## config.mk

```make
export PLATFORM = sky130hd
export DESIGN_NAME = load_sequencer
export DESIGN_NICKNAME = d
export VERILOG_FILES = /design/src/bubble_loader_pkg.sv /design/src/load_sequencer.sv
export VERILOG_INCLUDE_DIRS = /design/src /design/src/src
export SDC_FILE = /design/constraint.sdc
export NUM_CORES = 1
export LEC_CHECK = 0
export ABC_AREA = 1
export BUFFER_PORTS_ARGS = -buffer_cell sky130_fd_sc_hd__buf_2
export CAP_MARGIN = 20
export CORE_ASPECT_RATIO = 0.5
export CORE_MARGIN = 3
export CORE_UTILIZATION = 40
export CTS_CLUSTER_SIZE = 25
export DETAILED_ROUTE_END_ITERATION = 12
export PLACE_DENSITY = 0.75
export REMOVE_ABC_BUFFERS = 1
export SETUP_SLACK_MARGIN = 0.3
export SLEW_MARGIN = 20
export SYNTH_ARGS = -nofsm -noshare
export SYNTH_HDL_FRONTEND = slang
export SYNTH_SLANG_ARGS = --single-unit
```

## constraint.sdc

```tcl
create_clock -name MCLK -period 1.7 [get_ports MCLK]
set_clock_uncertainty 0.15 [all_clocks]
set_input_delay 0 -clock MCLK [delete_from_list [all_inputs] [get_ports MCLK]]
set_output_delay 0 -clock MCLK [all_outputs]
set_load 0.1 [all_outputs]
```

## src/bubble_loader_config.svh

```systemverilog
`ifndef BUBBLE_LOADER_CONFIG_SVH
`define BUBBLE_LOADER_CONFIG_SVH

// bubble format sizes in bits
`define BOOT_BITS   2656        // bootloader stream
`define MAP_BITS    1200        // bad-loop map after the bootloader
`define SYNC_LOOPS  6           // leading good loops forced to 1
`define PAGE_BITS   1024        // good loops that carry flash data

// serial flash access
`define CMD_BITS    32          // opcode plus 24 bit address
`define FLASH_READ  8'h03       // plain read without dummy cycles
`define BOOT_PAGE   12'h805     // first bootloader page in the image

// bubble buffer write bases
`define BOOT_BASE   4106        // boot and map area
`define PAGE_BASE   14336       // page area

`endif

```

## src/bubble_loader_pkg.sv

```systemverilog
package bubble_loader_pkg;

    typedef logic [11:0] page_t;        // page number, also map index
    typedef logic [2:0]  image_t;       // image slot in flash
    typedef logic [14:0] buf_addr_t;    // bubble buffer address
    typedef logic [11:0] bit_count_t;   // loop and bit counter

    // level request from the emulator core
    typedef struct packed {
        logic active;                   // load wanted
        logic is_page;                  // 0 boot, 1 page
    } load_req_t;

    // one write into the bubble buffer
    typedef struct packed {
        logic      en;                  // single cycle strobe
        buf_addr_t addr;
        logic      data;
    } buf_wr_t;

    // serial flash outputs
    typedef struct packed {
        logic cs_n;
        logic sclk;
        logic mosi;
    } flash_pins_t;

    typedef enum logic [2:0] {
        IDLE_WAIT_LOW,                  // wait for request low
        IDLE_ARMED,                     // wait for request high
        SEND_CMD,                       // opcode and address out
        BOOT_DATA,                      // bootloader bits to buffer
        MAP_DATA,                       // map bits to buffer and table
        PAGE_SYNC,                      // sync ones through the mask
        PAGE_DATA                       // page bits through the mask
    } seq_state_t;

endpackage

```

## src/load_sequencer.sv

```systemverilog
`include "bubble_loader_config.svh"

module load_sequencer
    import bubble_loader_pkg::*;
(
    input  logic                 MCLK,
    input  logic                 arst_n,
    input  load_req_t            req,
    input  page_t                page,
    input  image_t               image,
    input  logic                 bit_done,
    input  logic                 rx_bit,
    input  logic                 good_loop,
    output logic                 cmd_load,
    output logic                 shift,
    output logic                 deselect,
    output logic                 map_clear,
    output logic                 map_wr,
    output logic                 map_bit,
    output logic                 map_rd,
    output logic [`CMD_BITS-1:0] cmd_word,
    output buf_wr_t              buf_wr
);

    localparam bit_count_t CMD_LAST  = bit_count_t'(`CMD_BITS - 1);
    localparam bit_count_t BOOT_LAST = bit_count_t'(`BOOT_BITS - 1);
    localparam bit_count_t MAP_LAST  = bit_count_t'(`MAP_BITS - 1);
    localparam bit_count_t SYNC_LAST = bit_count_t'(`SYNC_LOOPS - 1);
    localparam bit_count_t PAGE_LAST = bit_count_t'(`PAGE_BITS - 1);

    seq_state_t state;
    bit_count_t cnt;                    // bits or good loops in this phase
    buf_addr_t  wr_addr;                // next buffer address
    logic       page_mode;              // latched req.is_page
    logic       rd_valid;               // good_loop valid this cycle
    page_t      cmd_page;

    assign cmd_page = req.is_page ? page : page_t'(`BOOT_PAGE);

    always_ff @(posedge MCLK or negedge arst_n)
    begin
        if (!arst_n)
        begin
            state     <= IDLE_WAIT_LOW;
            cnt       <= '0;
            wr_addr   <= '0;
            page_mode <= 1'b0;
            rd_valid  <= 1'b0;
            cmd_load  <= 1'b0;
            shift     <= 1'b0;
            deselect  <= 1'b0;
            map_clear <= 1'b0;
            map_wr    <= 1'b0;
            map_bit   <= 1'b0;
            map_rd    <= 1'b0;
            cmd_word  <= '0;
            buf_wr    <= '0;
        end
        else
        begin
            cmd_load  <= 1'b0;          // all handshakes are pulses
            shift     <= 1'b0;
            deselect  <= 1'b0;
            map_clear <= 1'b0;
            map_wr    <= 1'b0;
            map_rd    <= 1'b0;
            buf_wr.en <= 1'b0;
            rd_valid  <= map_rd;        // table answers one cycle later
            case (state)
                IDLE_WAIT_LOW:
                    if (!req.active)
                        state <= IDLE_ARMED;
                IDLE_ARMED:
                    if (req.active)
                    begin
                        // READ, 00, image, page, 7 zero bits
                        cmd_word  <= {`FLASH_READ, 2'b00, image, cmd_page, 7'd0};
                        page_mode <= req.is_page;
                        cmd_load  <= 1'b1;
                        map_clear <= 1'b1;  // both table pointers to 0
                        cnt       <= '0;
                        state     <= SEND_CMD;
                    end
                SEND_CMD:
                    if (cmd_load)
                        shift <= 1'b1;      // first command clock
                    else if (bit_done)
                    begin
                        if (cnt == CMD_LAST)
                        begin
                            cnt <= '0;
                            if (page_mode)
                            begin
                                wr_addr <= buf_addr_t'(`PAGE_BASE);
                                map_rd  <= 1'b1;    // page starts with a map read
                                state   <= PAGE_SYNC;
                            end
                            else
                            begin
                                wr_addr <= buf_addr_t'(`BOOT_BASE);
                                shift   <= 1'b1;    // first boot bit
                                state   <= BOOT_DATA;
                            end
                        end
                        else
                        begin
                            cnt   <= cnt + 1'b1;
                            shift <= 1'b1;
                        end
                    end
                BOOT_DATA:
                    if (bit_done)
                    begin
                        buf_wr  <= '{en: 1'b1, addr: wr_addr, data: rx_bit};
                        wr_addr <= wr_addr + 1'b1;
                        shift   <= 1'b1;    // map follows without a gap
                        if (cnt == BOOT_LAST)
                        begin
                            cnt   <= '0;
                            state <= MAP_DATA;
                        end
                        else
                            cnt <= cnt + 1'b1;
                    end
                MAP_DATA:
                    if (bit_done)
                    begin
                        buf_wr  <= '{en: 1'b1, addr: wr_addr, data: rx_bit};
                        wr_addr <= wr_addr + 1'b1;
                        map_wr  <= 1'b1;    // copy into the mask table
                        map_bit <= rx_bit;
                        if (cnt == MAP_LAST)
                        begin
                            deselect <= 1'b1;   // cs_n up after the last write
                            state    <= IDLE_WAIT_LOW;
                        end
                        else
                        begin
                            cnt   <= cnt + 1'b1;
                            shift <= 1'b1;
                        end
                    end
                PAGE_SYNC:
                    if (rd_valid)
                    begin
                        // good loop gets 1, bad loop gets 0
                        buf_wr  <= '{en: 1'b1, addr: wr_addr, data: good_loop};
                        wr_addr <= wr_addr + 1'b1;
                        map_rd  <= 1'b1;
                        if (good_loop)
                        begin
                            if (cnt == SYNC_LAST)
                            begin
                                cnt   <= '0;
                                state <= PAGE_DATA;
                            end
                            else
                                cnt <= cnt + 1'b1;
                        end
                    end
                PAGE_DATA:
                    if (rd_valid)
                    begin
                        if (good_loop)
                            shift <= 1'b1;      // fetch this loop's flash bit
                        else
                        begin
                            // bad loop holds 0 and keeps the flash bit
                            buf_wr  <= '{en: 1'b1, addr: wr_addr, data: 1'b0};
                            wr_addr <= wr_addr + 1'b1;
                            map_rd  <= 1'b1;
                        end
                    end
                    else if (bit_done)
                    begin
                        buf_wr  <= '{en: 1'b1, addr: wr_addr, data: rx_bit};
                        wr_addr <= wr_addr + 1'b1;
                        if (cnt == PAGE_LAST)
                        begin
                            deselect <= 1'b1;
                            state    <= IDLE_WAIT_LOW;
                        end
                        else
                        begin
                            cnt    <= cnt + 1'b1;
                            map_rd <= 1'b1;
                        end
                    end
                default:
                    state <= IDLE_WAIT_LOW;
            endcase
        end
    end

endmodule

```

## Yosys cells after proc, flatten, opt, wreduce, memory -nomap -nowiden

Cells that the tools add are included.

| word-level totals | value |
|---|---|
| bits in registers | 71 |

| cells by class | value |
|---|---|
| $add $sub $neg | 2 |
| eq/ne operators | 29 |
| muxes and demuxes | 76 |
| reduce and logical (&&, ||, !) cells | 11 |

Operators with widths:

| cell | number |
|---|---|
| 2-to-1 mux 12 bit | 15 |
| 2-to-1 mux 15 bit | 7 |
| case mux 12 bit (6 select lines) | 1 |
| 2-to-1 mux 17 bit | 4 |
| case mux 15 bit (4 select lines) | 1 |
| case mux 17 bit (3 select lines) | 1 |
| 2-to-1 mux 3 bit | 16 |
| inequality test 2 bit (second input constant) | 17 |
| 2-to-1 mux 1 bit | 26 |
| case mux 3 bit (7 select lines) | 1 |
| adder 15 x 1 -> 15 bit (second input constant) | 1 |
| AND reduction 15 bit | 1 |
| 2-to-1 mux 14 bit | 1 |
| adder 12 x 1 -> 12 bit (second input constant) | 1 |
| == test 12 x 10 -> 1 bit (second input constant) | 1 |
| == test 12 x 11 -> 1 bit (second input constant) | 1 |
| == test 12 bit (second input constant) | 1 |
| == test 12 x 3 -> 1 bit (second input constant) | 1 |
| == test 12 x 5 -> 1 bit (second input constant) | 1 |
| AND reduction 12 bit | 1 |
| == test 3 bit (second input constant) | 3 |
| == test 3 x 2 -> 1 bit (second input constant) | 2 |
| AND reduction 6 bit | 1 |
| nonzero test 6 bit | 1 |
| other kinds (11) | 12 |

## Logic depth before layout (Yosys ltp)

| depth | value |
|---|---|
| depth after elaboration | 5 |
| mapped depth | 13 |
| gate-level depth less buffers | 11 |

## Worst setup path after synthesis

OpenSTA, ideal clock, no wires.

| path | value |
|---|---|
| path kind | register to register |
| start point | reg map_clear (netlist name) |
| end point | reg cnt[5] |
| library setup time | 65 ps |
| data arrival time | 1,743 ps |
| data required time | 1,485 ps |
| slack | -258 ps |
| cell stages (with the launch flop) | 8 |
| clock period less this slack | 1,958 ps |
| path through | dfrtp_1 nand2_1 nand4_4 nor2_4 nand2_2 buf_6 nand2_1 nand2_1 |

RTL lines:

| element | line | source |
|---|---|---|
| end signal: assignment | load_sequencer.sv:107 | `cnt <= cnt + 1'b1;` |
| end signal: assignment | load_sequencer.sv:123 | `cnt <= cnt + 1'b1;` |
| end signal: assignment | load_sequencer.sv:139 | `cnt <= cnt + 1'b1;` |
| end: declaration | load_sequencer.sv:32 | `bit_count_t cnt;` |

## Worst setup path after layout

| path | value |
|---|---|
| start point | reg state[1] |
| end point | reg state[2] |

| on the way | value |
|---|---|
| longest elaborated chain between the ends | 3 |

Ends and longest elaborated chain:

| element | line | source |
|---|---|---|
| start: declaration | load_sequencer.sv:31 | `seq_state_t state;` |
| start signal: assignment | load_sequencer.sv:44 | `state <= IDLE_WAIT_LOW;` |
| start signal: assignment | load_sequencer.sv:72 | `state <= IDLE_ARMED;` |
| start signal: assignment | load_sequencer.sv:82 | `state <= SEND_CMD;` |
| == test 3 bit (tied with other cells) | load_sequencer.sv:69 | `case (state)` |
| inequality test 2 bit (no source line) | - |  |
| AND reduction 15 bit (no source line) | - |  |

Parallel ways exist; a longest one is shown, timed or not.
A chain may end at the register's enable or synchronous reset.

==> run metrics <==
outcome finished, violations left; failing checks negative setup slack; element type at the critical path start flop; Port Buffer Count 62; Yosys reg bits 71; # diodes 0; number of H-tree levels 3; initial standard-cell utilization of the core 41.6%; cell types with the largest area share after synthesis dfrtp_1 (41%), nand2_1 (18%), nand3_1 (5.9%), nor2_1 (4.9%), o21ai_0 (4.3%); max frequency a little under 500 MHz; period utilisation layout 119%; area of the core 10,300 um2; # IOs 78; cell taking the most area after synthesis dfrtp_1; maximum number of pins on one net before global-route repair 72; RePlAce Congestion 0.892; Mapped Cells 593; Hold Slack 0.0426 ns; Critical Path Sink Type flop; Tmin final 2.03 ns; Post-Synthesis Cell Area 4290 um2; number of warnings reported in the yosys synthesis log 0; insertion delay to the later sink of the worst-skew pair 0.35 ns; Filler Cell Count 774; CTS Root Buffer Type clkbuf_16; post-DP HPWL 8740 um; static leakage power 3.41 nW; standard-cell rows 26; summed negative setup slack over all endpoints -7.08 ns; sequential share of the synthesized area 41.4%; wire length of the first global-routing pass 22,500 um; post-synthesis average cell area 7.24 um2; Final Hold Vio Count 0; setup repair after global routing missed its margin yes; Pre-Repair DR Iteration Count 5; core utilization of the finished layout 64.6%; path category of the worst min-delay check in -> reg; number of antenna-violating nets in the routed design 0; die height 79.2 um; WL final 15,600 um; fraction of layout cells with a size suffix above 1 39.7%; buffer depth of the longest clock path 2; total via count in the routed design 5,055; final-report max-slew violation count 0; area of the die 12,100 um2; Clock transition at path regs 0.06 ns; largest fanout of any net on the critical path 6; library cells used by synthesis 37; hold_sp req[1]; aggregate global-route resource usage 22.9%; initial antenna violation count 0; maximum ir drop on the vdd rail 0.000927 V; most common flop cell mapped by yosys dfrtp_1; vias in the first global route 4,731; placed standard-cell area 5390 um2; fin nets approximately 810; share of Yosys cell area claimed by the top area cell type 41.4%; number of buffers created by CTS 9; post-placement setup slack -0.307 ns; final cell area excluding filler cells 6660 um2; post-synthesis async set-or-reset flop share 100%; clock sinks 71; mean routed wirelength per cell approximately 17 um; EDFF count, synth 0; grt total ovfl 0; crit path setup slack, layout -0.328 ns; TritonCTS clock tree done; area delta synth->final 55.3%; Initial DRC Count between 400 and 500; # setup viols final 47; maxcap violations 0; Crit Path Category reg -> reg; vias per std cell 5.43; arrival time of data at the critical path endpoint 2.11 ns; worst setup path startpoint state[1]; total DRC errors in the routed layout 0; RR Startpoint state[1]; power per standard cell area 1920 nW/um2; Data required, critical path 1.78 ns; width of the chip 152 um
==> final timing paths <==
path                              endpoint  slack (ns)  cells after the start
worst max-delay path              state[2]       -0.33                     10
worst min-delay path              state[0]        0.04                      6
worst max register to register    state[2]       -0.33                     10
worst min register to register    rd_valid        0.26                      0
max in group asynchronous           cnt[4]        1.02                      3
min in group asynchronous       buf_wr[10]        0.06                      3
==> per-layer routing <==
| metal | track usage (%) | vias up | wire length [um] |
|---|---|---|---|
| met1 | 26.0 | 2361 | 5740 |
| li1 | - | 2289 | - |
| met2 | 41.7 | 305 | 7700 |
| met4 | 11.2 | 0 | 927 |
| met5 | 0 | - | 0 |
| met3 | 4.90 | 100 | 1230 |
==> where the power goes <==
group,switching [mW],internal (mW)
logic,5.63,2.45
registers,0.400,2.18
clock network,0.756,1.36
==> layout by cell type (no fill, tap or decap), types with 6 or more instances in the layout <==
cell type      instances
buf_6                 21
nor2_4                17
nand3_1               39
dlygate4sd3_1         20
nand2_1              181
buf_12                 6
nand4_1                9
nor2_2                14
a22o_1                 9
o211ai_1              12
conb_1                15
nor2_1                34
buf_4                 88
inv_1                 35
inv_2                 11
buf_2                 60
clkbuf_16              9
nand3_2                9
nand3_4                8
nand2_2               21
nand2_4               13
dfrtp_1               68
o21ai_0               20
o21ai_1               16
==> area by class of cell <==
cell class	instances	area, um2	area share (%)
Multi-Input combinational cell	453	2600	39.0
Sequential cell	71	1780	26.7
Timing Repair Buffer	198	1550	23.2
Clock buffer	11	253	3.79
Inverter	53	226	3.40
Tap cell	140	175	2.63
Clock inverter	5	80.1	1.20
==> cells in the mapped netlist (2+ instances only) <==
cell type  count
o21ai_1        2
clkbuf_1       3
nor2_4         2
o211ai_1      12
buf_2          8
nand3_1       51
inv_2          5
nor2_2         7
nor3_1         5
nand4_1        9
nand2_2        5
o22ai_1        2
buf_6          3
xor2_1         5
a22o_1         9
dfrtp_1       71
ha_1           3
nor2_1        56
or2_2          3
nand2_1      207
nand3_2        4
buf_4         17
a21oi_1        6
inv_1         47
o21ai_0       37
o22a_1         3
==> through the flow <==
| step | total power, mW | instances |
|---|---|---|
| finish | 12.8 | 931 |
| CTS | 11.9 | 925 |
| detailed placement | 9.10 | 875 |
| global route | 13.3 | 931 |
| global placement | 8.96 | 875 |
| floorplan | 7.00 | 575 |
==> worst max-delay path, stage by stage (launching register included) <==
cell and delay [ns]:
dfrtp_2 0.51, inv_4 0.08, nand3_4 0.12, nand2_4 0.09, nand2_1 0.15, buf_4 0.15
nand2_1 0.07, nor2_1 0.19, nand3_1 0.19, nand2_1 0.12, nand2_1 0.07
==> cell families after synthesis <==
| logic type | after synthesis | share of synthesized area (%) |
|---|---|---|
| flops | 71 | 41.4 |
| other cells | 1 | 0.0874 |
| simple gates | 353 | 36.0 |
| compound gates | 74 | 10.6 |
| xor+xnor | 5 | 1.02 |
| buf+inv | 85 | 9.71 |
| fa+ha+maj | 3 | 0.875 |
| mux | 1 | 0.262 |
==> flip-flops by register name, indices dropped and copies added, names as in the netlist <==
| name | count |
|---|---|
| buf_wr | 17 |
| cmd_word | 16 |
| cnt | 12 |
| deselect | 1 |
| map_bit | 1 |
| map_clear | 1 |
| map_rd | 1 |
| map_wr | 1 |
| page_mode | 1 |
| rd_valid | 1 |
| shift | 1 |
| state | 3 |
| wr_addr | 15 |
==> what timing repair did <==
item,in CTS,in global routing
hold buffers,20,0
endpoints found under the hold margin,91,0
pin swaps,27,24
endpoints found under the setup margin,69,71
cloned,1,1
setup buffers,13,5
gates resized for setup,82,95
Note: power is estimated with default switching activity, not from simulation.
