**config.mk**
```make
export PLATFORM = sky130hd
export DESIGN_NAME = spi_flash_port
export DESIGN_NICKNAME = d
export VERILOG_FILES = /design/src/bubble_loader_pkg.sv /design/src/spi_flash_port.sv
export VERILOG_INCLUDE_DIRS = /design/src /design/src/src
export SDC_FILE = /design/constraint.sdc
export NUM_CORES = 1
export LEC_CHECK = 0
export CORE_MARGIN = 1.5
export CORE_UTILIZATION = 40
export DETAILED_ROUTE_END_ITERATION = 10
export DONT_BUFFER_PORTS = 1
export PLACE_DENSITY = 0.67
export SLEW_MARGIN = 30
export SYNTH_ARGS = -nofsm -noshare
export SYNTH_HDL_FRONTEND = slang
export SYNTH_SLANG_ARGS = --single-unit
```
**constraint.sdc**
```tcl
create_clock -name MCLK -period 1.3 [get_ports MCLK]
set_input_delay 0.065 -clock MCLK [delete_from_list [all_inputs] [get_ports MCLK]]
set_output_delay 0.065 -clock MCLK [all_outputs]
set_load 0.03 [all_outputs]
```
**src/bubble_loader_config.svh**
```systemverilog
`ifndef BUBBLE_LOADER_CONFIG_SVH
`define BUBBLE_LOADER_CONFIG_SVH

// bubble format sizes in bits
`define BOOT_BITS   2656        // bootloader stream
`define MAP_BITS    1200        // bad-loop map after the bootloader
`define SYNC_LOOPS  6           // leading good loops forced to 1
`define PAGE_BITS   1024        // good loops that carry flash data

// serial flash access
`define CMD_BITS    32          // opcode plus 24 bit address
`define FLASH_READ  8'h03       // plain read without dummy cycles
`define BOOT_PAGE   12'h805     // first bootloader page in the image

// bubble buffer write bases
`define BOOT_BASE   4106        // boot and map area
`define PAGE_BASE   14336       // page area

`endif

```
**src/bubble_loader_pkg.sv**
```systemverilog
package bubble_loader_pkg;

    typedef logic [11:0] page_t;        // page number, also map index
    typedef logic [2:0]  image_t;       // image slot in flash
    typedef logic [14:0] buf_addr_t;    // bubble buffer address
    typedef logic [11:0] bit_count_t;   // loop and bit counter

    // level request from the emulator core
    typedef struct packed {
        logic active;                   // load wanted
        logic is_page;                  // 0 boot, 1 page
    } load_req_t;

    // one write into the bubble buffer
    typedef struct packed {
        logic      en;                  // single cycle strobe
        buf_addr_t addr;
        logic      data;
    } buf_wr_t;

    // serial flash outputs
    typedef struct packed {
        logic cs_n;
        logic sclk;
        logic mosi;
    } flash_pins_t;

    typedef enum logic [2:0] {
        IDLE_WAIT_LOW,                  // wait for request low
        IDLE_ARMED,                     // wait for request high
        SEND_CMD,                       // opcode and address out
        BOOT_DATA,                      // bootloader bits to buffer
        MAP_DATA,                       // map bits to buffer and table
        PAGE_SYNC,                      // sync ones through the mask
        PAGE_DATA                       // page bits through the mask
    } seq_state_t;

endpackage

```
**src/spi_flash_port.sv**
```systemverilog
`include "bubble_loader_config.svh"

module spi_flash_port
    import bubble_loader_pkg::*;
(
    input  logic                 MCLK,
    input  logic                 arst_n,
    input  logic                 cmd_load,
    input  logic                 shift,
    input  logic [`CMD_BITS-1:0] cmd_word,
    input  logic                 deselect,
    input  logic                 miso,
    output flash_pins_t          flash,
    output logic                 bit_done,
    output logic                 rx_bit
);

    logic [`CMD_BITS-1:0] cmd_sr;       // command out with zero fill
    logic                 cs_n_q;
    logic                 sclk_q;
    logic                 mosi_q;
    logic                 busy;         // sclk low phase in progress
    logic                 take_bit;     // accepted shift request

    assign take_bit = shift & ~busy;

    // chip select, two phase clock and handshake
    always_ff @(posedge MCLK or negedge arst_n)
    begin
        if (!arst_n)
        begin
            cs_n_q   <= 1'b1;
            sclk_q   <= 1'b1;
            mosi_q   <= 1'b0;
            busy     <= 1'b0;
            bit_done <= 1'b0;
        end
        else
        begin
            bit_done <= 1'b0;
            if (cmd_load)
                cs_n_q <= 1'b0;                 // select until deselect
            else if (deselect)
                cs_n_q <= 1'b1;
            if (take_bit)
            begin
                sclk_q <= 1'b0;                 // falling phase
                mosi_q <= cmd_sr[`CMD_BITS-1];  // next command bit or 0 in data
                busy   <= 1'b1;
            end
            else if (busy)
            begin
                sclk_q   <= 1'b1;               // rising phase where flash latches mosi
                busy     <= 1'b0;
                bit_done <= 1'b1;               // rx_bit valid with this pulse
            end
        end
    end

    // shift register and miso sample
    always_ff @(posedge MCLK)
    begin
        if (cmd_load)
            cmd_sr <= cmd_word;
        else if (take_bit)
            cmd_sr <= {cmd_sr[`CMD_BITS-2:0], 1'b0};
        if (busy)
            rx_bit <= miso;                     // driven since falling edge
    end

    assign flash = '{cs_n: cs_n_q, sclk: sclk_q, mosi: mosi_q};

endmodule

```
Word level (Yosys, flattened, before mapping)
Cells that the tools add are included.
{"block": "totals", "regBits": 38, "latchBits": 0, "ram_bits": 0, "rom_bits": 0, "input_bits": 38, "out_inout_bits": 5, "wordCells": 21, "n_memories": 0}
{"block": "op_classes", "n_addsub": 0, "n_mul": 0, "div": 0, "magnitude_cmp": 0, "eq_ne": 0, "shift": 0, "muxes": 9, "bitwise": 2, "n_reduce_logical": 3}
{"operator": "two-way mux 32 bit", "n": 2}
{"operator": "two-way mux 1 bit", "n": 7}
{"operator": "nonzero test 2 bit", "n": 3}
{"operator": "AND 1 bit", "n": 1}
{"operator": "inverter 1 bit", "n": 1}

Logic depth before layout (Yosys ltp)
Gate-level depths: netlist of run 1.
{"block": "logic_depth", "word_depth": 4, "depth_mapped": 3}

Worst setup path before layout of run 1
No wires, ideal clock.
{"block": "synth_path", "path_kind": "reg-to-reg", "startpoint": "register busy", "endpoint": "register cmd_sr[0] (enable)", "setup_time_ns": 0.375, "t_arrival_ns": 1.010, "required_ns": 0.925, "setup_slack_ns": -0.084, "path_stages_with_launch": 3, "path_buffers": 0, "synth_period_minus_slack_ns": 1.384, "path_cell_list": "dfrtp_1 nor2b_2 or2_2"}
{"block": "synth_via", "elab_chain_cells": 3}
{"element": "start, declared", "line": "spi_flash_port.sv:22", "text": "logic busy;"}
{"element": "start signal, assigned", "line": "spi_flash_port.sv:35", "text": "busy <= 1'b0;"}
{"element": "start signal, assigned", "line": "spi_flash_port.sv:49", "text": "busy <= 1'b1;"}
{"element": "start signal, assigned", "line": "spi_flash_port.sv:54", "text": "busy <= 1'b0;"}
{"element": "inverter 1 bit", "line": "spi_flash_port.sv:25", "text": "assign take_bit = shift & ~busy;"}
{"element": "AND 1 bit", "line": "spi_flash_port.sv:25"}
{"element": "via take_bit", "line": "spi_flash_port.sv:23", "text": "logic take_bit;"}
{"element": "nonzero test 2 bit (no line)"}
{"element": "end signal, assigned", "line": "spi_flash_port.sv:64", "text": "cmd_sr <= cmd_word;"}
{"element": "end signal, assigned", "line": "spi_flash_port.sv:66", "text": "cmd_sr <= {cmd_sr[`CMD_BITS-2:0], 1'b0};"}
{"element": "end, declared", "line": "spi_flash_port.sv:18", "text": "logic [`CMD_BITS-1:0] cmd_sr;"}
The timed path passes the listed nets, and every way through them passes these cells.
A chain may end at the register's enable or synchronous reset.

Worst setup path after layout of run 1
{"block": "layout_path", "startpoint": "register busy", "endpoint": "register cmd_sr[30] (enable)"}
Same word-level chain as after synthesis.

==> results of run 1 <==
==> logic make-up (layout without fill, tap and decap cells) <==
group           Yosys count  count (layout)  synth area share [%]
compound gates            1               1                0.4384
buf+inv                   9              46                 5.624
flops                    38              38                 65.30
mux                      32              32                 26.95
simple gates              5               5                 1.681
==> metrics by stage <==
| step | instance area [sq um] | power, W | util (%) | worst slack, ns | std cells |
|---|---|---|---|---|---|
| after floorplan | 1715 | 0.001814 | - | 0.08424 | 85 |
| after global placement | 1725 | 0.001806 | 42.52 | 0.1206 | 129 |
| after detailed placement | 1725 | 0.001814 | 42.52 | 0.1000 | 129 |
| after CTS | 2126 | 0.002694 | 52.39 | 0.08783 | 168 |
| after global routing | 2166 | 0.002801 | 53.38 | 0.02811 | 172 |
| final | 2166 | 0.002681 | 53.38 | 0.09860 | 172 |
==> flip-flops by register name, indices dropped and copies added (netlist names) <==
register	flops
sclk_q	1
rx_bit	1
bit_done	1
cs_n_q	1
cmd_sr	32
busy	1
mosi_q	1
==> critical path: cells and delay by family, from the launching register on <==
kind | cells | cell delay (ns)
and+or+nand+nor | 2 | 0.34
buffers and inverters | 1 | 0.16
DFF | 1 | 0.41
==> cell usage after synthesis (all sizes together) <==
| cell type | n | area share, % |
|---|---|---|
| edfxtp | 33 | 58 |
| mux2 | 32 | 27 |
| buf | 7 | 5.2 |
| dfrtp | 3 | 4.4 |
| dfstp | 2 | 3.1 |
| nor2 | 2 | 0.44 |
| a21o | 1 | 0.44 |
| and2 | 1 | 0.37 |
| clkbuf | 1 | 0.22 |
| inv | 1 | 0.22 |
| nor2b | 1 | 0.51 |
| or2 | 1 | 0.37 |
==> power breakdown <==
part	internal, W	switching [W]	leakage (nW)
Clock	0.000432	0.000374	0.0455
Combinational	0.000235	0.0000778	0.433
Sequential	0.00149	0.0000762	0.390
Total	0.00215	0.000528	0.868
==> cell type report <==
class | instances | area share (%)
flip-flops and latches | 38 | 51.65
repair buffers | 37 | 18.02
inverters | 1 | 0.1733
multi-input cells | 38 | 23.11
well taps | 50 | 2.889
clock buffers | 8 | 4.159
==> per-layer routing <==
| layer | vias to the layer above | track usage [%] |
|---|---|---|
| li1 | 385 | - |
| met1 | 379 | 14.38 |
| met2 | 37 | 16.59 |
| met3 | 4 | 6.086 |
| met4 | 0 | 6.000 |
| met5 | - | 0 |
==> how the worst max path moves through the flow <==
stage	cells after the start	slack, ns	to
after floorplan	2	0.08	cmd_sr[0]
after global placement	3	0.12	cmd_sr[15]
after detailed placement	3	0.10	cmd_sr[17]
after CTS	3	0.09	cmd_sr[30]
after global routing	3	0.03	cmd_sr[31]
final	3	0.1	cmd_sr[30]
==> results.sh, run 1 <==
export IMPL_layout_min_cycle_time_ns=1.201
export IMPL_grt_use_total_pct=11.68
export IMPL_r2r_slack_ns=0.1
export IMPL_start_kind="flip-flop"
export IMPL_hold_depth=1
export IMPL_final_setup_tns_ns=0
export IMPL_vias_per_cell=4.680
export IMPL_cts_sinks=38
export IMPL_multiInputGateArea_sq_um=500.5
export IMPL_fillers=338
export IMPL_antenna_cells=0
export IMPL_insertion_delay_ns=0.28
export IMPL_die_w_um=68.44
export IMPL_hold_end="cmd_sr[9]"
export IMPL_path_class="reg2reg"
export IMPL_die_h_um=68.44
export IMPL_arrival_ns=1.19
export IMPL_yosysWarnings=0
export IMPL_ys_ff_latch=38
export IMPL_grt_max_degree=34
export IMPL_first_global_vias=830
export IMPL_ant_nets=0
export IMPL_max_stage_delay_ns=0.41
export IMPL_whs_ns=0.009050
export IMPL_wl_per_cell_um=14.47
export IMPL_final_nets=159
export IMPL_wl_met1_um=1184
export IMPL_fin_crit_sh_pct=92.42
export IMPL_min_delay_start="cmd_load"
export IMPL_reg2reg_from="busy"
export IMPL_drc=0
export IMPL_syn_to_final_growth_pct=26.44
export IMPL_wl_met2_um=1063
export IMPL_worst_slew_pin_slew_ns=0.3120
export IMPL_synthesis_area_sq_mm=0.001713
export IMPL_gp_congestion=0.5634
export IMPL_core_area_sq_mm=0.004058
export IMPL_htree_levels=2
export IMPL_final_layout_size_suffix_gt1_share_pct=36.07
export IMPL_cts_buffer_depth=2
export IMPL_firstDrtPassIters=4
export IMPL_regToRegEndpoint="cmd_sr[30]"
export IMPL_dp_hpwl_um=1585
export IMPL_powerDensity_mw_per_mm2=1238
export IMPL_peakVddDrop_v=0.0005420
export IMPL_crit_start="busy"
export IMPL_hp_class="in2reg"
export IMPL_fin_worst_skew_ns=0.01056
export IMPL_r2r_cells=3
export IMPL_cpMaxStageDelayCell="dfrtp_1"
export IMPL_worst_endpoint_required_ns=1.29
export IMPL_status="finished, final reports clean"
export IMPL_cp_cell_sequence="nor2b_2, or2_4, buf_12"
export IMPL_register_area_sq_mm=0.001119
export IMPL_synth_seq_area_share_pct=65.30
export IMPL_grt_overflow=0
export IMPL_wl_met3_um=205
export IMPL_cts_hold_fix_buffers=31
export IMPL_max_cap_violations=0
export IMPL_grt_pass1_wl_um=3739
export IMPL_drt_iter0_drc=50
export IMPL_cts_setup_buffers=0
export IMPL_grt_antenna_before_repair=0
export IMPL_cp_max_fo=17
export IMPL_final_cell_mix="dlygate4sd3_1, edfxtp_1, mux2_4"
export IMPL_rsz0062_at_grt="false"
export IMPL_path_clk_slew_ns=0.07
export IMPL_hold_viol_final=0
export IMPL_rows=23
export IMPL_vias=805
export IMPL_die_area_sq_mm=0.004684
export IMPL_cts_root_buf="clkbuf_8"
export IMPL_fmax_ghz=0.8324
export IMPL_cts_repair_resized=0
export IMPL_syn_nets=123
export IMPL_end_kind="flip-flop"
export IMPL_report_final_setup_viol=0
export IMPL_syn_inst=85
export IMPL_maxSlewHeadroom_pct=79.20
export IMPL_avgSynthCellArea_sq_um=20.15
export IMPL_totalWireLength_um=2489
export IMPL_cts_tree="yes"
export IMPL_synthDistinctLibCells=16
export IMPL_routed_top_layer="met4"
export IMPL_cts_buffers=5
export IMPL_layout_commonest_cell="dlygate4sd3_1"
export IMPL_portBuffers=0
export IMPL_drv_slew=0
export IMPL_p_leak_nw=0.8683
export IMPL_initial_core_util_pct=42.21
export IMPL_ios=43
Power figures use the tool's default switching activity.
==> run 2, diff against run 1 <==
--- a/config.mk
+++ b/config.mk
@@ -10,7 +10,7 @@
 export CORE_UTILIZATION = 40
 export DETAILED_ROUTE_END_ITERATION = 10
 export DONT_BUFFER_PORTS = 1
-export PLACE_DENSITY = 0.67
+export PLACE_DENSITY = 0.65
 export SLEW_MARGIN = 30
 export SYNTH_ARGS = -nofsm -noshare
 export SYNTH_HDL_FRONTEND = slang
==> constraint.sdc (replaced) <==
create_clock -name MCLK -period 1.21 [get_ports MCLK]
set_input_delay 0.0605 -clock MCLK [delete_from_list [all_inputs] [get_ports MCLK]]
set_output_delay 0.0605 -clock MCLK [all_outputs]
set_load 0.03 [all_outputs]
==> results.sh, run 2 (synthesis results as in run 1) <==
export IMPL_status="complete, but fails checks"
export IMPL_violations="hold timing, setup timing"
export IMPL_grt_use_total_pct=13.26
export IMPL_drv_slew=0
export IMPL_ant_nets=0
export IMPL_core_area_sq_mm=0.004058
export IMPL_final_cell_mix="dlygate4sd3_1, edfxtp_1, mux2_4"
export IMPL_hold_viol_final=4
export IMPL_gp_congestion=0.6384
export IMPL_layout_min_cycle_time_ns=1.221
export IMPL_final_layout_size_suffix_gt1_share_pct=38.58
export IMPL_die_w_um=68.44
export IMPL_end_kind="flip-flop"
export IMPL_cts_buffer_depth=2
export IMPL_fillers=356
export IMPL_cts_sinks=38
export IMPL_rows=23
export IMPL_antenna_cells=0
export IMPL_drc=0
export IMPL_rsz0062_at_grt="true"
export IMPL_arrival_ns=1.27
export IMPL_powerDensity_mw_per_mm2=1292
export IMPL_start_kind="input pin"
export IMPL_worst_slew_pin_slew_ns=0.2857
export IMPL_cts_buffers=5
export IMPL_grt_overflow=0
export IMPL_cts_tree="yes"
export IMPL_fin_worst_skew_ns=0.005701
export IMPL_initial_core_util_pct=42.21
export IMPL_die_area_sq_mm=0.004684
export IMPL_path_clk_slew_ns=0.06
export IMPL_worst_endpoint_required_ns=1.26
export IMPL_cts_root_buf="clkbuf_8"
export IMPL_fin_crit_sh_pct=100.9
export IMPL_syn_to_final_growth_pct=28.93
export IMPL_final_setup_tns_ns=-0.09537
export IMPL_finalNonFillerCells=177
export IMPL_regMostFlops="cmd_sr"
export IMPL_final_nets=164
export IMPL_grt_max_degree=35
export IMPL_drt_iter0_drc=51
export IMPL_max_cap_violations=0
export IMPL_totalWireLength_um=2713
export IMPL_hp_class="in2reg"
export IMPL_firstDrtPassIters=2
export IMPL_layout_commonest_cell="dlygate4sd3_1"
export IMPL_die_h_um=68.44
export IMPL_peakVddDrop_v=0.0006577
export IMPL_wl_per_cell_um=15.33
export IMPL_dp_hpwl_um=1558
export IMPL_fmax_ghz=0.8192
export IMPL_cts_hold_fix_buffers=34
export IMPL_ios=43
export IMPL_place_inst=131
export IMPL_cp_max_fo=10
export IMPL_insertion_delay_ns=0.29
export IMPL_timing_final_ws_setup_ns=-0.01070
export IMPL_largest_reg_flops=32
export IMPL_whs_ns=-0.1886
export IMPL_report_final_setup_viol=10
export IMPL_p_leak_nw=0.8962
export IMPL_grt_pass1_wl_um=4188
export IMPL_path_class="in2reg"
export IMPL_place_ws_ns=0.02017
export IMPL_first_global_vias=849
export IMPL_portBuffers=0
export IMPL_htree_levels=2
export IMPL_grt_antenna_before_repair=0
export IMPL_vias_per_cell=4.763
export IMPL_vias=843
export IMPL_maxSlewHeadroom_pct=80.99
-- run 2: cell count changes in the layout (fill, tap and decap cells not counted), sizes merged --
cell         change
buf              +5
clkbuf           +1
dlygate4sd3      -1
-- run 2: stage by stage --
step / area (sq um) / power, W / util, %
after floorplan: 1715 / 0.001949 / -
after global placement: 1740 / 0.001954 / 42.89
after detailed placement: 1740 / 0.001963 / 42.89
after CTS: 2161 / 0.002866 / 53.25
after global routing: 2208 / 0.003006 / 54.42
final: 2208 / 0.002854 / 54.42
-- run 2: worst paths after layout --
check / start / cells after the start / slack (ns) / to
max in group asynchronous: arst_n / 1 / 0.88 / sclk_q
worst min-delay path: cmd_load / 1 / -0.19 / cs_n_q
worst min register to register: cmd_sr[31] / 1 / 0.49 / mosi_q
min in group asynchronous: arst_n / 1 / 0.07 / mosi_q
worst max-delay path: shift / 4 / -0.01 / cmd_sr[23]
worst max register to register: busy / 3 / -0.01 / cmd_sr[23]
-- run 2: metal layers --
metal / up-vias / global-route usage [%] / wire length, um
li1: 394 / - / -
met5: - / 0 / 0
met2: 36 / 18.75 / 1302
met1: 405 / 17.47 / 1125
met3: 8 / 4.276 / 213
met4: 0 / 8.250 / 71
-- run 2: layout make-up --
type,instances,area (sq um),share of cell area [%]
timing repair buffer,42,442.9,20.06
tap,50,62.56,2.833
clock buffer,8,80.08,3.626
multi-input combinational,38,500.5,22.66
sequential,38,1119,50.65
inverter,1,3.754,0.1700
-- run 2: worst max-delay path: stages --
cell and delay, ns:
dlygate4sd3_1 0.56, nor2b_2 0.18, or2_4 0.29, clkbuf_16 0.18
-- run 2: power breakdown --
group          internal (W)  switching (W)  total (W)
Sequential          0.00160      0.0000642    0.00166
Combinational      0.000279       0.000109   0.000388
Clock              0.000409       0.000396   0.000805
Total               0.00228       0.000570    0.00285
-- run 2: what timing repair did --
item,CTS,global route
endpoints found under the hold margin,40,10
setup buffers,0,3
gates resized for setup,0,0
setup endpoints to repair,0,21
==> run 3, diff against run 2 <==
==> constraint.sdc (replaced) <==
create_clock -name MCLK -period 1.4 [get_ports MCLK]
set_input_delay 0.07 -clock MCLK [delete_from_list [all_inputs] [get_ports MCLK]]
set_output_delay 0.07 -clock MCLK [all_outputs]
set_load 0.03 [all_outputs]
==> results.sh, run 3 (synthesis results as in run 1) <==
export IMPL_grt_antenna_before_repair=0
export IMPL_dpl_cell_area_sq_mm=0.001703
export IMPL_report_final_setup_viol=0
export IMPL_firstDrtPassIters=2
export IMPL_p_leak_nw=0.8298
export IMPL_die_w_um=68.44
export IMPL_worst_slew_pin_slew_ns=0.3052
export IMPL_final_nets=152
export IMPL_wl_per_cell_um=14.49
export IMPL_wl_met3_um=177
export IMPL_cts_buffers=5
export IMPL_powerDensity_mw_per_mm2=1157
export IMPL_syn_to_final_growth_pct=21.11
export IMPL_r2r_cells=3
export IMPL_wl_met2_um=996
export IMPL_grt_max_degree=34
export IMPL_initial_core_util_pct=42.21
export IMPL_hold_viol_final=0
export IMPL_routed_top_layer="met4"
export IMPL_fin_crit_sh_pct=90.23
export IMPL_max_cap_violations=0
export IMPL_hp_class="in2reg"
export IMPL_ios=43
export IMPL_vias_per_cell=4.745
export IMPL_grt_pass1_wl_um=3712
export IMPL_pwr_share_seq_pct=60.4
export IMPL_netSwitchingFraction_pct=19.99
export IMPL_portBuffers=0
export IMPL_peakVddDrop_v=0.0005814
export IMPL_rows=23
export IMPL_htree_levels=2
export IMPL_fillers=345
export IMPL_p_int_w=0.001920
export IMPL_drc=0
export IMPL_p_clk_share_pct=28.5
export IMPL_final_cell_mix="edfxtp_1, dlygate4sd3_1, mux2_4"
export IMPL_worst_endpoint_required_ns=1.43
export IMPL_grt_use_total_pct=11.77
export IMPL_core_area_sq_mm=0.004058
export IMPL_cp_max_fo=32
export IMPL_vias=783
export IMPL_drt_iter0_drc=40
export IMPL_fin_area_sq_mm=0.002074
export IMPL_fmax_ghz=0.7916
export IMPL_antenna_cells=0
export IMPL_cts_setup_buffers=0
export IMPL_fin_worst_skew_ns=0.006240
export IMPL_fin_util_pct=51.13
export IMPL_insertion_delay_ns=0.28
export IMPL_final_setup_tns_ns=0
export IMPL_wl_met1_um=1166
export IMPL_cts_buffer_depth=2
export IMPL_combinationalPowerShare_pct=11.1
export IMPL_cts_root_buf="clkbuf_8"
export IMPL_regMostFlops="cmd_sr"
export IMPL_switchingPower_w=0.0004797
export IMPL_arrival_ns=1.29
export IMPL_path_clk_slew_ns=0.07
export IMPL_cts_tree="yes"
export IMPL_end_kind="flip-flop"
export IMPL_largest_reg_flops=32
export IMPL_dp_hpwl_um=1414
export IMPL_gp_congestion=0.6496
export IMPL_cts_sinks=38
export IMPL_drv_slew=0
export IMPL_die_area_sq_mm=0.004684
export IMPL_grt_overflow=0
export IMPL_layout_min_cycle_time_ns=1.263
export IMPL_rsz0062_at_grt="false"
export IMPL_hold_depth=1
export IMPL_totalWireLength_um=2391
export IMPL_maxSlewHeadroom_pct=79.65
export IMPL_first_global_vias=781
export IMPL_status="finished, final reports clean"
export IMPL_start_kind="input pin"
export IMPL_ant_nets=0
export IMPL_die_h_um=68.44
export IMPL_path_class="in2reg"
export IMPL_final_layout_size_suffix_gt1_share_pct=37.39
export IMPL_layout_commonest_cell="edfxtp_1"
==> run 3: worst max-delay path: stages <==
cell and delay [ns]:
dlygate4sd3_1 0.55, nor2b_2 0.17, or2_2 0.30, buf_12 0.18
==> run 3: worst paths after layout <==
kind | startpoint | to | slack, ns
max in group asynchronous | arst_n | cs_n_q | 1.07
min in group asynchronous | arst_n | bit_done | 0.07
setup reg to reg | busy | cmd_sr[2] | 0.15
hold / removal | cmd_word[26] | cmd_sr[26] | 0.01
hold reg to reg | busy | bit_done | 0.46
setup / recovery | shift | cmd_sr[2] | 0.14
==> run 3: final cells by class <==
type | instances | area, sq um | share of cell area (%)
Sequential cell | 38 | 1119 | 53.92
Tap cell | 50 | 62.56 | 3.016
Multi-Input combinational cell | 38 | 498.0 | 24.00
Clock inverter | 2 | 8.758 | 0.4222
Clock buffer | 6 | 72.57 | 3.498
Timing Repair Buffer | 30 | 310.3 | 14.96
Inverter | 1 | 3.754 | 0.1809
==> run 3: through the flow <==
stage / setup WS [ns] / hold WS (ns) / std cells / total power, W
3_5_place_dp: 0.1524 / -0.2255 / 128 / 0.001672
2_1_floorplan: 0.01578 / -0.2256 / 85 / 0.001683
6_report: 0.1368 / 0.01044 / 165 / 0.002400
5_1_grt: 0.08349 / 0.001188 / 165 / 0.002519
3_3_place_gp: 0.1990 / -0.2255 / 128 / 0.001666
4_1_cts: 0.03719 / 0.002730 / 164 / 0.002438
==> run 3: timing repair <==
| item | CTS | global route |
|---|---|---|
| hold buffers | 28 | 2 |
| setup endpoints to repair | 0 | 1 |
| resized for setup | 0 | 0 |
| hold endpoints to repair | 32 | 3 |
==> run 3: routing by layer <==
layer / up-vias / global-route usage [%]
li1: 370 / -
met1: 368 / 16.68
met2: 37 / 15.26
met3: 8 / 3.783
met4: 0 / 7.500
met5: - / 0
==> run 3: power by group through the flow <==
stage	clock network, W	registers (W)	logic [W]
floorplan	0	0.00143	0.000250
global placement	0	0.00147	0.000195
detailed placement	0	0.00147	0.000203
CTS	0.000719	0.00145	0.000269
global route	0.000768	0.00146	0.000289
finish	0.000684	0.00145	0.000268
